## config.mk

```make
export PLATFORM = sky130hd
export DESIGN_NAME = fdsu_pack_top
export DESIGN_NICKNAME = d
export VERILOG_FILES = /design/src/verilog/fp_format_pkg.sv /design/src/verilog/pack_pipe_pkg.sv /design/src/verilog/fdsu_expnt_adjust.sv /design/src/verilog/hs4_buffer.sv /design/src/verilog/fdsu_result_pack.sv /design/src/verilog/fdsu_pack_top.sv
export SDC_FILE = /design/constraint.sdc
export NUM_CORES = 1
export LEC_CHECK = 0
export BUFFER_PORTS_ARGS = -buffer_cell sky130_fd_sc_hd__buf_2
export CAP_MARGIN = 20
export CORE_ASPECT_RATIO = 1.4
export CORE_MARGIN = 2
export CORE_UTILIZATION = 45
export CTS_CLUSTER_DIAMETER = 30
export DETAILED_ROUTE_END_ITERATION = 7
export PLACE_DENSITY = 0.69
export SYNTH_ARGS = -nofsm -noshare
export SYNTH_HDL_FRONTEND = slang
export SYNTH_SLANG_ARGS = --single-unit
```

## constraint.sdc

```tcl
create_clock -name forever_cpuclk -period 3.6 [get_ports forever_cpuclk]
set_input_delay 0.54 -clock forever_cpuclk [delete_from_list [all_inputs] [get_ports forever_cpuclk]]
set_output_delay 0.54 -clock forever_cpuclk [all_outputs]
set_load 0.005 [all_outputs]
```

## src/verilog/fp_format_pkg.sv

```systemverilog
/*
  Format select and field layout for the divide/square-root result packer.
  Only double, single and half are supported. Denormal results are not
  produced, and every NaN result is the canonical quiet NaN of its format.
*/

package fp_format_pkg;

  // Format select carried with every item
  typedef enum logic [1:0] {
    FMT_DOUBLE = 2'b00,
    FMT_SINGLE = 2'b01,
    FMT_HALF   = 2'b10
  } fp_fmt_t;

  // Exponent field widths
  localparam int EXP_W_D = 11;
  localparam int EXP_W_S = 8;
  localparam int EXP_W_H = 5;

  // Stored fraction widths, hidden bit excluded
  localparam int FRAC_W_D = 52;
  localparam int FRAC_W_S = 23;
  localparam int FRAC_W_H = 10;

  // Packed result, always 64 bits wide
  localparam int RESULT_W = 64;

  // Rounded fraction from the divider, two integer bits on top
  localparam int IN_FRAC_W = 55;

  // Exponent before the late adjust, with guard bits for over/underflow
  localparam int EXPNT_W = 13;

  // Fraction after normalization, sized for double
  localparam int NORM_FRAC_W = 52;

  // Number of ones placed above a narrower format (NaN boxing)
  localparam int BOX_W_S = RESULT_W - 1 - EXP_W_S - FRAC_W_S;
  localparam int BOX_W_H = RESULT_W - 1 - EXP_W_H - FRAC_W_H;

  // Exponent of the largest finite number, widest format.
  // Its low bits give the narrower formats as well: 8'hfe, 5'h1e
  localparam logic [EXP_W_D-1:0] EXP_LFN_PAT = {{(EXP_W_D - 1){1'b1}}, 1'b0};

  // Exponent of infinity and NaN
  localparam logic [EXP_W_D-1:0] EXP_ONES_PAT = {EXP_W_D{1'b1}};

  // Canonical quiet NaN fraction, top bit set only.
  // Taking the top bits keeps it right for every format
  localparam logic [NORM_FRAC_W-1:0] QNAN_FRAC_PAT = {1'b1, {(NORM_FRAC_W - 1){1'b0}}};

  // Fraction of the largest finite number
  localparam logic [NORM_FRAC_W-1:0] LFN_FRAC_PAT = {NORM_FRAC_W{1'b1}};

endpackage

```

## src/verilog/pack_pipe_pkg.sv

```systemverilog
/*
  Records passed between the packer stages.
  Flag order follows the usual IEEE exception vector: nv, dz, of, uf, nx,
  with nv in the most significant bit.
*/

package pack_pipe_pkg;

  localparam int FLAG_W = 5;

  // Exception flags, nv on top
  typedef struct packed {
    logic nv;
    logic dz;
    logic of;
    logic uf;
    logic nx;
  } pack_flags_t;

  // Result class, exactly one bit set
  typedef enum logic [4:0] {
    CLS_ZERO = 5'b10000,
    CLS_QNAN = 5'b01000,
    CLS_INF  = 5'b00100,
    CLS_LFN  = 5'b00010,
    CLS_NORM = 5'b00001
  } rslt_class_t;

  // Producer output, settled class and corrected flags
  typedef struct packed {
    fp_format_pkg::fp_fmt_t                      fmt;
    logic                                        sign;
    rslt_class_t                                 cls;
    logic [fp_format_pkg::EXPNT_W-1:0]           expnt;
    logic [fp_format_pkg::NORM_FRAC_W-1:0]       frac;
    pack_flags_t                                 flags;
  } pack_req_t;

  // Final packed result
  typedef struct packed {
    logic [fp_format_pkg::RESULT_W-1:0] result;
    pack_flags_t                        flags;
  } pack_rslt_t;

endpackage

```

## src/verilog/fdsu_expnt_adjust.sv

```systemverilog
/*
  Combinational producer stage. req and ack pass straight through, so the
  data must be held by upstream while req is high.
  Class hints need not be one-hot: zero wins over NaN, then inf, then lfn.
*/
`timescale 1ns/1ps

module fdsu_expnt_adjust (
  input  logic                                 req,
  output logic                                 req_o,
  input  logic                                 ack_in,
  output logic                                 ack,
  input  fp_format_pkg::fp_fmt_t               fmt,
  input  logic                                 sign,
  input  logic [fp_format_pkg::IN_FRAC_W-1:0]  frac,
  input  logic [fp_format_pkg::EXPNT_W-1:0]    expnt,
  input  logic                                 nv,
  input  logic                                 dz,
  input  logic                                 of,
  input  logic                                 uf,
  input  logic                                 nx,
  input  logic                                 potnt_of,
  input  logic                                 potnt_uf,
  input  logic                                 of_rm_lfn,
  input  logic                                 result_zero,
  input  logic                                 result_qnan,
  input  logic                                 result_inf,
  input  logic                                 result_lfn,
  input  logic                                 result_nor,
  output pack_pipe_pkg::pack_req_t             data
);

  import fp_format_pkg::*;
  import pack_pipe_pkg::*;

  logic [1:0] top_pair;
  logic       of_plus;
  logic       uf_plus;
  logic       cls_inf;
  logic       cls_lfn;

  assign req_o = req;
  assign ack   = ack_in;

  // Integer bits of the rounded fraction
  assign top_pair = frac[IN_FRAC_W-1 -: 2];

  // Late over/underflow after the final normalize step
  assign of_plus = potnt_of && (|top_pair) && result_nor;
  assign uf_plus = potnt_uf && (~|top_pair) && result_nor;

  assign cls_lfn = (of_plus && of_rm_lfn) || result_lfn;
  assign cls_inf = (of_plus && !of_rm_lfn) || result_inf;

  always_comb
  begin
    data.fmt  = fmt;
    data.sign = sign;

    // Exponent and fraction follow the position of the leading one
    unique casez (top_pair)
      2'b00:
      begin
        data.expnt = expnt - EXPNT_W'(1);
        data.frac  = frac[NORM_FRAC_W-1:0];
      end
      2'b01:
      begin
        data.expnt = expnt;
        data.frac  = frac[NORM_FRAC_W:1];
      end
      default:
      begin
        data.expnt = expnt + EXPNT_W'(1);
        data.frac  = frac[NORM_FRAC_W+1:2];
      end
    endcase

    // Fixed priority over the class hints
    if (result_zero)
      data.cls = CLS_ZERO;
    else if (result_qnan)
      data.cls = CLS_QNAN;
    else if (cls_inf)
      data.cls = CLS_INF;
    else if (cls_lfn)
      data.cls = CLS_LFN;
    else
      data.cls = CLS_NORM;

    data.flags.nv = nv;
    data.flags.dz = dz;
    data.flags.of = of || of_plus;
    // Underflow is only signalled when the result is also inexact
    data.flags.uf = (uf || uf_plus) && nx;
    data.flags.nx = nx || of || of_plus;
  end

endmodule

```

## src/verilog/hs4_buffer.sv

```systemverilog
/*
  One-entry buffer with four-phase req/ack on both sides.
  in_ack and out_req are registered. A new item is taken only when the
  buffer is empty and the previous input handshake has fully returned to zero.
*/
`timescale 1ns/1ps

module hs4_buffer #(
  parameter type payload_t = logic
) (
  input  logic     forever_cpuclk,
  input  logic     reset,
  input  logic     in_req,
  output logic     in_ack,
  input  payload_t in_data,
  output logic     out_req,
  input  logic     out_ack,
  output payload_t out_data
);

  logic full;
  // Output side saw ack and now waits for it to fall
  logic out_done;
  logic take;

  assign take = in_req && !full && !in_ack;

  always_ff @(posedge forever_cpuclk)
  begin
    if (reset)
    begin
      full     <= 1'b0;
      in_ack   <= 1'b0;
      out_req  <= 1'b0;
      out_done <= 1'b0;
    end
    else
    begin
      // Input side
      if (take)
        in_ack <= 1'b1;
      else if (in_ack && !in_req)
        in_ack <= 1'b0;

      // Output side
      if (take)
      begin
        full    <= 1'b1;
        out_req <= 1'b1;
      end
      else if (out_req && out_ack)
      begin
        out_req  <= 1'b0;
        out_done <= 1'b1;
      end
      else if (out_done && !out_ack)
      begin
        out_done <= 1'b0;
        full     <= 1'b0;
      end
    end
  end

  // Payload register
  always_ff @(posedge forever_cpuclk)
  begin
    if (take)
      out_data <= in_data;
  end

endmodule

```

## src/verilog/fdsu_result_pack.sv

```systemverilog
/*
  Combinational consumer stage that forms the 64-bit result.
  Single and half results are NaN-boxed with ones in the upper bits.
  Any NaN comes out as the canonical quiet NaN with a positive sign.
*/
`timescale 1ns/1ps

module fdsu_result_pack (
  input  logic                      req,
  output logic                      req_o,
  input  logic                      ack_in,
  output logic                      ack,
  input  pack_pipe_pkg::pack_req_t  data,
  output pack_pipe_pkg::pack_rslt_t rslt
);

  import fp_format_pkg::*;
  import pack_pipe_pkg::*;

  // Fields for the widest format; narrower ones take a slice
  logic                   sign_sel;
  logic [EXP_W_D-1:0]     exp_sel;
  logic [NORM_FRAC_W-1:0] frac_sel;

  logic [RESULT_W-1:0]    rslt_d;
  logic [RESULT_W-1:0]    rslt_s;
  logic [RESULT_W-1:0]    rslt_h;

  assign req_o = req;
  assign ack   = ack_in;

  always_comb
  begin
    // Normal number unless a special class overrides
    sign_sel = data.sign;
    exp_sel  = data.expnt[EXP_W_D-1:0];
    frac_sel = data.frac;

    // Payload is only meaningful while req is high
    case (data.cls)
      CLS_ZERO:
      begin
        exp_sel  = '0;
        frac_sel = '0;
      end
      CLS_QNAN:
      begin
        sign_sel = 1'b0;
        exp_sel  = EXP_ONES_PAT;
        frac_sel = QNAN_FRAC_PAT;
      end
      CLS_INF:
      begin
        exp_sel  = EXP_ONES_PAT;
        frac_sel = '0;
      end
      CLS_LFN:
      begin
        exp_sel  = EXP_LFN_PAT;
        frac_sel = LFN_FRAC_PAT;
      end
      CLS_NORM:
      begin
        exp_sel  = data.expnt[EXP_W_D-1:0];
        frac_sel = data.frac;
      end
      default:
      begin
        exp_sel  = data.expnt[EXP_W_D-1:0];
        frac_sel = data.frac;
      end
    endcase
  end

  // Low exponent bits and top fraction bits per format
  assign rslt_d = {sign_sel,
                   exp_sel[EXP_W_D-1:0],
                   frac_sel[NORM_FRAC_W-1 -: FRAC_W_D]};

  assign rslt_s = {{BOX_W_S{1'b1}},
                   sign_sel,
                   exp_sel[EXP_W_S-1:0],
                   frac_sel[NORM_FRAC_W-1 -: FRAC_W_S]};

  assign rslt_h = {{BOX_W_H{1'b1}},
                   sign_sel,
                   exp_sel[EXP_W_H-1:0],
                   frac_sel[NORM_FRAC_W-1 -: FRAC_W_H]};

  always_comb
  begin
    case (data.fmt)
      FMT_SINGLE: rslt.result = rslt_s;
      FMT_HALF:   rslt.result = rslt_h;
      // Double, and the unused select code
      default:    rslt.result = rslt_d;
    endcase
    rslt.flags = data.flags;
  end

endmodule

```

## src/verilog/fdsu_pack_top.sv

```systemverilog
/*
  Result packer: producer, buffer, consumer, buffer.
  Four-phase req/ack on both sides. At most two items are held inside.
  Inputs must stay stable while in_req is high.
*/
`timescale 1ns/1ps

module fdsu_pack_top (
  input  logic                                  forever_cpuclk,
  input  logic                                  reset,
  input  logic                                  in_req,
  output logic                                  in_ack,
  input  fp_format_pkg::fp_fmt_t                fmt,
  input  logic                                  sign,
  input  logic [fp_format_pkg::IN_FRAC_W-1:0]   frac,
  input  logic [fp_format_pkg::EXPNT_W-1:0]     expnt,
  input  logic                                  nv,
  input  logic                                  dz,
  input  logic                                  of,
  input  logic                                  uf,
  input  logic                                  nx,
  input  logic                                  potnt_of,
  input  logic                                  potnt_uf,
  input  logic                                  of_rm_lfn,
  input  logic                                  result_zero,
  input  logic                                  result_qnan,
  input  logic                                  result_inf,
  input  logic                                  result_lfn,
  input  logic                                  result_nor,
  output logic                                  out_req,
  input  logic                                  out_ack,
  output logic [fp_format_pkg::RESULT_W-1:0]    result,
  output logic [pack_pipe_pkg::FLAG_W-1:0]      expt
);

  // Producer to buffer A
  logic                      adj_req;
  logic                      buf_a_ack;
  pack_pipe_pkg::pack_req_t  adj_data;

  // Buffer A to consumer
  logic                      buf_a_req;
  logic                      pack_ack;
  pack_pipe_pkg::pack_req_t  buf_a_data;

  // Consumer to buffer B
  logic                      pack_req;
  logic                      buf_b_ack;
  pack_pipe_pkg::pack_rslt_t pack_rslt;
  pack_pipe_pkg::pack_rslt_t buf_b_data;

  fdsu_expnt_adjust fdsu_expnt_adjust_i (
    .req         (in_req),
    .req_o       (adj_req),
    .ack_in      (buf_a_ack),
    .ack         (in_ack),
    .fmt         (fmt),
    .sign        (sign),
    .frac        (frac),
    .expnt       (expnt),
    .nv          (nv),
    .dz          (dz),
    .of          (of),
    .uf          (uf),
    .nx          (nx),
    .potnt_of    (potnt_of),
    .potnt_uf    (potnt_uf),
    .of_rm_lfn   (of_rm_lfn),
    .result_zero (result_zero),
    .result_qnan (result_qnan),
    .result_inf  (result_inf),
    .result_lfn  (result_lfn),
    .result_nor  (result_nor),
    .data        (adj_data)
  );

  hs4_buffer #(
    .payload_t (pack_pipe_pkg::pack_req_t)
  ) hs4_buffer_a_i (
    .forever_cpuclk (forever_cpuclk),
    .reset          (reset),
    .in_req         (adj_req),
    .in_ack         (buf_a_ack),
    .in_data        (adj_data),
    .out_req        (buf_a_req),
    .out_ack        (pack_ack),
    .out_data       (buf_a_data)
  );

  fdsu_result_pack fdsu_result_pack_i (
    .req    (buf_a_req),
    .req_o  (pack_req),
    .ack_in (buf_b_ack),
    .ack    (pack_ack),
    .data   (buf_a_data),
    .rslt   (pack_rslt)
  );

  hs4_buffer #(
    .payload_t (pack_pipe_pkg::pack_rslt_t)
  ) hs4_buffer_b_i (
    .forever_cpuclk (forever_cpuclk),
    .reset          (reset),
    .in_req         (pack_req),
    .in_ack         (buf_b_ack),
    .in_data        (pack_rslt),
    .out_req        (out_req),
    .out_ack        (out_ack),
    .out_data       (buf_b_data)
  );

  assign result = buf_b_data.result;
  assign expt   = buf_b_data.flags;

endmodule

```

==> results of run 1 <==
layout by cell type, fill, tap and decap left out, types with 3 or more instances in the layout:
cell type and count:
nor3_1 8, inv_1 7, a31oi_1 14, nor2b_1 4
a21oi_1 67, xor2_1 5, buf_4 7, clkinv_4 3
mux2i_1 55, and3_1 5, clkbuf_1 3, clkbuf_16 22
nor2_1 27, ha_1 3, inv_2 3, a21o_1 25
nor4_1 6, xnor2_1 8, or2_2 8, or3_1 4
buf_2 156, nand4_1 3, dfxtp_1 8, nand2_1 64
o21ai_0 81, nand2b_1 9, a211oi_1 3, nand3_1 16
edfxtp_1 145
kinds of logic (layout without fill, tap and decap cells):
| kind of cell | count (synthesis) | after routing |
|---|---|---|
| other | 0 | 2 |
| flip-flops | 153 | 153 |
| multiplexers | 56 | 56 |
| buffers and inverters | 63 | 207 |
| adder cells (fa/ha/maj) | 3 | 3 |
| AND/OR/NAND/NOR | 163 | 163 |
| XOR/XNOR | 13 | 13 |
| AO/OA/AOI/OAI | 217 | 217 |
worst max-delay path, cell delays in order (launching register included):
cell and delay [ps]:
edfxtp_1 330, buf_4 220, inv_2 80, or4_4 560, o21ai_4 730, buf_4 330, a21o_1 120
cell type report:
type / instances / area (sq um) / share of cell area, %
multi-input cells: 452 / 2760 / 30.5
well taps: 203 / 254 / 2.80
inverters: 10 / 37.5 / 0.414
clock inverters: 7 / 48.8 / 0.539
diodes: 2 / 5.00 / 0.0552
repair buffers: 165 / 873 / 9.64
clock buffers: 25 / 562 / 6.20
flip-flops and latches: 153 / 4510 / 49.8
state kept, by name, indices dropped and copies added (netlist names):
register	flops
hs4_buffer_a_i.out_data	76
hs4_buffer_b_i.out_data	69
hs4_buffer_a_i.full	1
hs4_buffer_a_i.in_ack	1
hs4_buffer_a_i.out_done	1
hs4_buffer_a_i.out_req	1
hs4_buffer_b_i.full	1
hs4_buffer_b_i.in_ack	1
hs4_buffer_b_i.out_done	1
hs4_buffer_b_i.out_req	1
routing by layer:
metal / up-vias / global-route usage, % / routed length (microns)
li1: 2762 / - / -
met1: 2764 / 24.9 / 7560
met2: 221 / 36.5 / 9660
met3: 39 / 4.12 / 1080
met4: 0 / 9.99 / 532
met5: - / 0 / 0
cell usage after synthesis (3+ instances only):
master / instances / share of area, %
a211oi_1: 3 / 0.30
a21o_1: 25 / 2.5
a21oi_1: 67 / 4.4
a31oi_1: 14 / 1.2
and3_1: 5 / 0.41
buf_1: 4 / 0.20
buf_2: 14 / 0.93
buf_6: 3 / 0.45
clkbuf_1: 31 / 1.5
dfxtp_1: 8 / 2.1
edfxtp_1: 145 / 58
ha_1: 3 / 0.50
inv_1: 9 / 0.45
mux2i_1: 55 / 7.3
nand2_1: 64 / 3.2
nand2b_1: 9 / 0.74
nand3_1: 16 / 1.1
nand4_1: 3 / 0.25
nor2_1: 27 / 1.3
nor2b_1: 4 / 0.33
nor3_1: 8 / 0.53
nor4_1: 6 / 0.50
o21ai_0: 81 / 5.4
or2_2: 8 / 0.66
or3_1: 4 / 0.33
xnor2_1: 8 / 0.93
xor2_1: 5 / 0.58
worst paths after layout:
kind	from	endpoint	slack [ps]
worst max register to register	hs4_buffer_a_i.out_data[71]	hs4_buffer_b_i.out_data[50]	1070
worst min-delay path	fmt[0]	hs4_buffer_a_i.out_data[76]	300
worst max-delay path	hs4_buffer_a_i.out_data[71]	hs4_buffer_b_i.out_data[50]	1070
worst min register to register	hs4_buffer_a_i.out_data[2]	hs4_buffer_b_i.out_data[2]	410
power groups by stage:
stage                     Clock [mW]  Combinational (mW)  Sequential, mW
after global placement             0               0.638            2.25
after global routing            1.89               0.736            2.23
after detailed placement           0               0.663            2.25
final                           1.79               0.669            2.21
after floorplan                    0               0.408            2.24
after CTS                       1.81               0.668            2.21
through the flow:
step                worst slack (ps)  cell area [sq um]
finish                          1070               9060
global route                     923               9060
CTS                             1100               9050
detailed placement               781               8440
global placement                 855               8440
floorplan                        817               7560
==> impl_metrics.yaml, run 1 <==
finish:
  area_growth_pct: 19.8
  fill_cells: 1426
  layout-drive-gt1-share_pct: 25.9
  final_net_count: 890
  stdcell_count: 1017
  final_core_util_pct: 54.6
yosys:
  synthSimpleGateAreaFrac_pct: 10.3
  muxShareOfSynthArea_pct: 7.43
  synth_compound_gate_area_share_pct: 16.8
  yosys_warnings: 0
  synth.yosys.seq_area_share_pct: 59.7
  synth_edf_count: 145
  synth.avg_cell_area_sq_um: 11.3
  synthDistinctLibCells: 56
  synth_top_flop_cell: "edfxtp_1"
  synth-seq-cells: 153
  netlist_instances: 668
  synth_xor_area_share_pct: 1.51
  yosys.area_share.adder_pct: 0.497
  syn-cell-area_sq_um: 7560
  synthesis.nets: 759
  async_flop_share_pct: 0
  synth_top_family_by_area: "compound AO/OA/AOI/OAI gates"
clock_network:
  insertion_delay_ps: 420
  cts-hold-fix-buffers: 0
  cts_resized: 0
  cts_sinks: 153
  clk_pin_slew_worst_paths_ps: 60
  cts_buffers: 17
  cts-root-buf: "clkbuf_16"
  cts_buffer_depth: 2
  cts_tree: "yes"
  htreeDepth: 4
  post_cts_buffers: 0
die:
  chipHeight_microns: 157
  initial_core_util_pct: 45.5
  die_x_microns: 114
  die_area_sq_um: 17900
  placementRows: 56
  coreArea_sq_um: 16600
  ios: 159
global_route:
  antenna_found_initial: 2
  grt_max_degree: 105
  grt_overflow_total: 0
  grt_usage_pct: 21.0
  grt_pass1_vias: 5710
  grt_pass1_wl_mm: 29.0
status:
  status: "finished clean"
route:
  routed_wl_mm: 18.8
  firstDrtPassIters: 5
  drc: 0
  postRouteAntennaNets: 0
  vias: 5786
  wl_per_cell_microns: 18.5
  first_iter_violations: 494
  viasPerCell: 5.69
timing:
  finalHoldViolCount: 0
  rsz0062_at_grt: "no"
  final-setup-viol-count: 0
  max_freq_mhz: 395
  whs_ps: 297
  post-route-period-util_pct: 70.4
  finalMaxSlewViolations: 0
  worst_pin_slew_ps: 972
  clock_skew_ps: 10.4
  slew_headroom_pct: 34.9
  min_period_ps: 2530
  setup_tns_ps: 0
place:
  dp_cells: 983
  finalWeightedCongestion: 0.860
  port_buffers: 156
  hpwl_mm: 13.4
power_and_ir_drop:
  internal_power_mw: 3.49
  peakVddDrop_uv: 277
  p_seq_share_pct: 47.4
  clkPwrFrac_pct: 38.2
  finalPower_mw: 4.67
  p_sw_share_pct: 25.1
  p_comb_share_pct: 14.3
  p_sw_mw: 1.17
  p_leak_nw: 3.56
  power_density_nw_per_um2: 515
critical_path:
  cp-start-kind: "flop"
  worstRegToRegCells: 6
  crit_required_ps: 3880
  path_class: "flop to flop"
  cp-end-kind: "flop"
  worstPathMaxFanout: 33
  cp.arrival_ps: 2820
worst_hold_path:
  worst_hold_path_type: "input port to flop"
  min_path_cells: 1
run:
  max_cap_viol_count: 0
(Power assumes the default switching activity.)
==> run 2, diff against run 1 <==
--- a/config.mk
+++ b/config.mk
@@ -5,6 +5,7 @@
 export SDC_FILE = /design/constraint.sdc
 export NUM_CORES = 1
 export LEC_CHECK = 0
+export ABC_AREA = 1
 export BUFFER_PORTS_ARGS = -buffer_cell sky130_fd_sc_hd__buf_2
 export CAP_MARGIN = 20
 export CORE_ASPECT_RATIO = 1.4
==> constraint.sdc (replaced) <==
create_clock -name forever_cpuclk -period 2.5 [get_ports forever_cpuclk]
set_input_delay 0.375 -clock forever_cpuclk [delete_from_list [all_inputs] [get_ports forever_cpuclk]]
set_output_delay 0.375 -clock forever_cpuclk [all_outputs]
set_load 0.005 [all_outputs]
==> run 2 against run 1 <==
  * Fmax increased by 25%
  * Cell area up 2.2%
  * Die area shrank 0.23%
==> impl_metrics.yaml, run 2 <==
status:
  status: "finished clean"
route:
  postRouteAntennaNets: 0
  wl_per_cell_microns: 15.6
  drc: 0
  first_iter_violations: 486
  firstDrtPassIters: 5
  vias: 5985
  routed_wl_mm: 18.1
  viasPerCell: 5.18
clock_network:
  cts_sinks: 153
  insertion_delay_ps: 410
  cts_tree: "yes"
  cts_buffers: 17
  clk_pin_slew_worst_paths_ps: 60
  htreeDepth: 4
  cts_buffer_depth: 2
  cts-hold-fix-buffers: 0
  post_cts_buffers: 0
  cts-root-buf: "clkbuf_16"
  cts_resized: 0
yosys:
  synthDistinctLibCells: 37
  synth_area_leaders: "edfxtp_1 (58%), nand2_1 (13%), inv_1 (4.0%)"
  netlist_instances: 781
  synth.yosys.seq_area_share_pct: 59.9
  async_flop_share_pct: 0
  netlist.area_leader.share_pct: 57.7
  synth-seq-cells: 153
  ys_top_cells_by_count: "nand2_1 (254), edfxtp_1 (145), inv_1 (80)"
  syn-cell-area_sq_um: 7540
  yosysTopAreaCell: "edfxtp_1"
  synth_top_flop_cell: "edfxtp_1"
  synthesis.nets: 872
  synth.avg_cell_area_sq_um: 9.66
  yosys_warnings: 0
  yosys.cell_count.top_type: "nand2_1"
  synth_edf_count: 145
power_and_ir_drop:
  peakVddDrop_uv: 412
  p_leak_nw: 4.11
  power_density_nw_per_um2: 759
critical_path:
  reg2reg_slack_ps: 460
  path_class: "flop to flop"
  worstPathMaxFanout: 18
  crit_required_ps: 2710
  cp.arrival_ps: 2240
  cp-start-kind: "flop"
  cp-end-kind: "flop"
timing:
  whs_ps: 137
  layout_setup_ws_ps: 465
  finalMaxSlewViolations: 0
  clock_skew_ps: 6.02
  post-route-period-util_pct: 81.4
  setup_tns_ps: 0
  min_period_ps: 2040
  worst_pin_slew_ps: 768
  finalHoldViolCount: 0
  slew_headroom_pct: 48.6
  max_freq_mhz: 491
  final-setup-viol-count: 0
  rsz0062_at_grt: "no"
finish:
  final_common_cell: "nand2_1"
  layout-drive-gt1-share_pct: 24.6
  top_regs: "hs4_buffer_a_i.out_data x76, hs4_buffer_b_i.out_data x69"
  stdcell_count: 1156
  largest_reg_flops: 76
  final_net_count: 1030
  area_growth_pct: 22.8
  mostFrequentLayoutCells: "nand2_1 (254), buf_2 (156), edfxtp_1 (145)"
  top_register: "hs4_buffer_a_i.out_data"
place:
  finalWeightedCongestion: 0.920
  port_buffers: 156
  dp_cells: 1123
  pre_cts_ws_ps: 412
  hpwl_mm: 13.7
die:
  die_x_microns: 113
  chipHeight_microns: 157
  coreArea_sq_um: 16600
  die_area_sq_um: 17800
  ios: 159
  initial_core_util_pct: 45.4
  placementRows: 56
global_route:
  grt_pass1_wl_mm: 28.0
  grt_overflow_total: 0
  grt_max_degree: 54
  grt_pass1_vias: 5508
  grt_usage_pct: 20.3
  antenna_found_initial: 2
worst_hold_path:
  worst_hold_path_type: "input port to flop"
run:
  max_cap_viol_count: 0
==> run 2: cell count changes in the layout (fill, tap and decap cells not counted), sizes merged, moves of 19 or more <==
cell and change:
mux2i -55, inv +74, o221ai +28, a21oi -23, a21o -19, nand3 +24
a22oi +22, o21ai -38, nand2 +195
==> run 2: stage by stage <==
step / util (%) / instance area (sq um) / power [mW]
2_1_floorplan: - / 7570 / 3.92
3_3_place_gp: 51.9 / 8620 / 4.36
3_5_place_dp: 51.9 / 8620 / 4.37
4_1_cts: 55.7 / 9260 / 7.06
5_1_grt: 55.8 / 9260 / 7.33
6_report: 55.8 / 9260 / 7.03
==> run 2: critical path, stage by stage (launching register included) <==
cell      delay [ps]
edfxtp_1         440
inv_1            100
nand2_1           50
nand4_1          100
nand2_2          120
nor2_8           240
buf_4            220
buf_4            210
nand2_1           70
a22oi_1          280
==> run 2: final timing paths <==
check | cells after the start | from | endpoint
worst min-delay path | 1 | nv | hs4_buffer_a_i.out_data[4]
worst max register to register | 9 | hs4_buffer_a_i.out_data[72] | hs4_buffer_b_i.out_data[18]
worst max-delay path | 9 | hs4_buffer_a_i.out_data[72] | hs4_buffer_b_i.out_data[18]
worst min register to register | 0 | hs4_buffer_a_i.out_data[1] | hs4_buffer_b_i.out_data[1]
==> run 2: cell families after synthesis <==
logic type | after synthesis | synth area share (%)
AO/OA/AOI/OAI | 161 | 13.5
XOR/XNOR | 6 | 0.697
adder cells (fa/ha/maj) | 3 | 0.498
buffers and inverters | 129 | 7.18
flip-flops | 153 | 59.9
AND/OR/NAND/NOR | 329 | 18.2
==> run 2: layout make-up <==
type | instances | area [sq um]
multi-input combinational | 499 | 2510
timing repair buffer | 183 | 1020
sequential | 153 | 4520
fill | 1476 | 7350
inverter | 85 | 327
clock buffer | 19 | 433
clock inverter | 13 | 200
tap | 203 | 254
antenna | 1 | 2.50
==> run 2: metal layers <==
metal / track usage, % / wire (microns) / up-vias
met5: 0 / 11 / -
met3: 3.81 / 1200 / 34
met1: 26.8 / 7720 / 2708
met4: 7.43 / 486 / 2
met2: 33.6 / 8650 / 235
li1: - / - / 3006
==> run 2: power breakdown <==
part	internal [mW]	total (mW)	switching [mW]
Combinational	0.404	1.12	0.718
Sequential	3.13	3.20	0.0728
Clock	1.76	2.70	0.937
Total	5.30	7.03	1.73
==> run 3, diff against run 2 <==
--- a/config.mk
+++ b/config.mk
@@ -13,7 +13,7 @@
 export CORE_UTILIZATION = 45
 export CTS_CLUSTER_DIAMETER = 30
 export DETAILED_ROUTE_END_ITERATION = 7
-export PLACE_DENSITY = 0.69
+export PLACE_DENSITY = 0.71
 export SYNTH_ARGS = -nofsm -noshare
 export SYNTH_HDL_FRONTEND = slang
 export SYNTH_SLANG_ARGS = --single-unit
==> constraint.sdc (replaced) <==
create_clock -name forever_cpuclk -period 1.7 [get_ports forever_cpuclk]
set_input_delay 0.255 -clock forever_cpuclk [delete_from_list [all_inputs] [get_ports forever_cpuclk]]
set_output_delay 0.255 -clock forever_cpuclk [all_outputs]
set_load 0.005 [all_outputs]
==> run 3 against run 2 <==
  * Die area unchanged
  * The flow now finishes with violations (negative setup slack)
  * Critical path depth increased by 3
  * Clock-buffer cell count increased by 1
  * Clock skew increased by 2.9 ps
  * Via count increased by 13%
  * Sequential power increased by 48%
  * First-iteration DRC count increased by 23%
  * Utilization increased by 7.8 points
  * Final cell count increased by 7.6%
  * Total power increased by 54%
  * Sequential share of layout area decreased by 6.0 points
  * Worst hold slack got worse by 110 ps
==> impl_metrics.yaml, run 3 (same netlist as run 2, synthesis figures left out) <==
status:
  status: "finished, violations left"
  violations: "negative setup slack"
power_and_ir_drop:
  p_leak_nw: 4.65
  power_density_nw_per_um2: 1030
  finalPower_mw: 10.9
  peakVddDrop_uv: 766
timing:
  min_period_ps: 2120
  setup_tns_ps: -7860
  finalMaxSlewViolations: 0
  post-route-period-util_pct: 125
  layout_setup_ws_ps: -423
  rsz0062_at_grt: "yes"
  worst_pin_slew_ps: 427
  finalHoldViolCount: 0
  clock_skew_ps: 8.91
  max_freq_mhz: 471
  final-setup-viol-count: 59
  slew_headroom_pct: 71.4
run:
  max_cap_viol_count: 0
global_route:
  grt_max_degree: 36
  grt_pass1_vias: 5888
  antenna_found_initial: 2
  grt_overflow_total: 0
  grt_usage_pct: 21.6
  grt_pass1_wl_mm: 30.0
finish:
  top_regs: "hs4_buffer_a_i.out_data x76, hs4_buffer_b_i.out_data x69"
  final_common_cell: "nand2_1"
  mostFrequentLayoutCells: "nand2_1 (204), buf_2 (156), edfxtp_1 (145)"
  final_core_util_pct: 63.6
  layout-drive-gt1-share_pct: 41.4
  top_register: "hs4_buffer_a_i.out_data"
  largest_reg_flops: 76
  final_net_count: 1120
  area_growth_pct: 40.0
clock_network:
  cts_sinks: 153
  insertion_delay_ps: 420
  htreeDepth: 4
  cts_buffer_depth: 2
  cts_tree: "yes"
  clk_pin_slew_worst_paths_ps: 60
  cts-root-buf: "clkbuf_16"
  cts_buffers: 17
route:
  vias: 6766
  viasPerCell: 5.44
  routed_wl_mm: 21.5
  postRouteAntennaNets: 0
  first_iter_violations: 599
  firstDrtPassIters: 6
  drc: 0
  wl_per_cell_microns: 17.2
critical_path:
  cp-start-kind: "flop"
  crit_required_ps: 1920
  cp.arrival_ps: 2340
  slowest_delay_ps: 490
  cp_cell_sequence: "inv_2 > nand2_2 > nand4_1 > buf_4 > nand2_8 > nor2_4 > nand2_2 > nand2_1 > nand2_1 > nand2_1 > nand2_1 > o21ai_1"
  slowest_stage: "edfxtp_1"
  worstPathMaxFanout: 7
  path_class: "flop to flop"
  critPathMostFrequentCell: "nand2_1"
  cp-end-kind: "flop"
  cp_top_family: "simple AND/OR/NAND/NOR gates"
  cp_num_buf_inv: 2
die:
  die_area_sq_um: 17800
  initial_core_util_pct: 45.4
  die_x_microns: 113
  ios: 159
  coreArea_sq_um: 16600
  chipHeight_microns: 157
  placementRows: 56
place:
  finalWeightedCongestion: 0.919
  hpwl_mm: 14.1
  port_buffers: 156
worst_hold_path:
  worst_hold_path_type: "input port to flop"
==> run 3: where the power goes <==
| part | internal, mW | switching [mW] |
|---|---|---|
| clock network | 2.30 | 1.45 |
| logic | 1.01 | 1.35 |
| registers | 4.61 | 0.134 |
==> run 3: stage by stage <==
stage	instance area, sq um	setup slack (ps)	std cells	hold WS [ps]
after floorplan	7570	-1160	781	354
final	10600	-423	1244	22.7
after global routing	10600	-441	1244	5.38
after detailed placement	9080	-227	1176	415
after CTS	9840	-101	1214	12.1
after global placement	9080	-191	1176	401
==> run 3: final timing paths <==
| path | from | end | slack (ps) | cells past startpoint |
|---|---|---|---|---|
| worst min register to register | hs4_buffer_a_i.out_data[0] | hs4_buffer_b_i.out_data[0] | 430 | 0 |
| worst max-delay path | hs4_buffer_a_i.out_data[72] | hs4_buffer_b_i.out_data[14] | -420 | 12 |
| worst min-delay path | fmt[0] | hs4_buffer_a_i.out_data[76] | 20 | 1 |
| worst max register to register | hs4_buffer_a_i.out_data[72] | hs4_buffer_b_i.out_data[14] | -420 | 12 |
==> run 3: cell type report <==
| type | count | area [sq um] |
|---|---|---|
| diodes | 1 | 2.50 |
| clock buffers | 20 | 437 |
| clock inverters | 10 | 146 |
| fillers | 1200 | 6050 |
| inverters | 85 | 337 |
| multi-input cells | 504 | 3010 |
| flip-flops and latches | 153 | 4520 |
| well taps | 203 | 254 |
| repair buffers | 268 | 1860 |
==> run 3: timing repair <==
| action | in CTS | in global routing |
|---|---|---|
| hold buffers | 2 | 0 |
| pin swaps | 8 | 31 |
| cloned | 2 | 7 |
| gates resized for setup | 29 | 124 |
| endpoints found under the setup margin | 34 | 61 |
| buffers inserted | 4 | 22 |
| hold endpoints to repair | 2 | 0 |
==> run 3: layer usage <==
metal  GRT usage, %  wire length (microns)  up-vias  share of wire (%)
met3           4.77                   1700       71                7.9
met5              0                      0        -                  0
li1               -                      -     3196                  -
met2           34.7                  10400      383                 49
met4           8.48                    847        0                3.9
met1           28.5                   8480     3116                 40
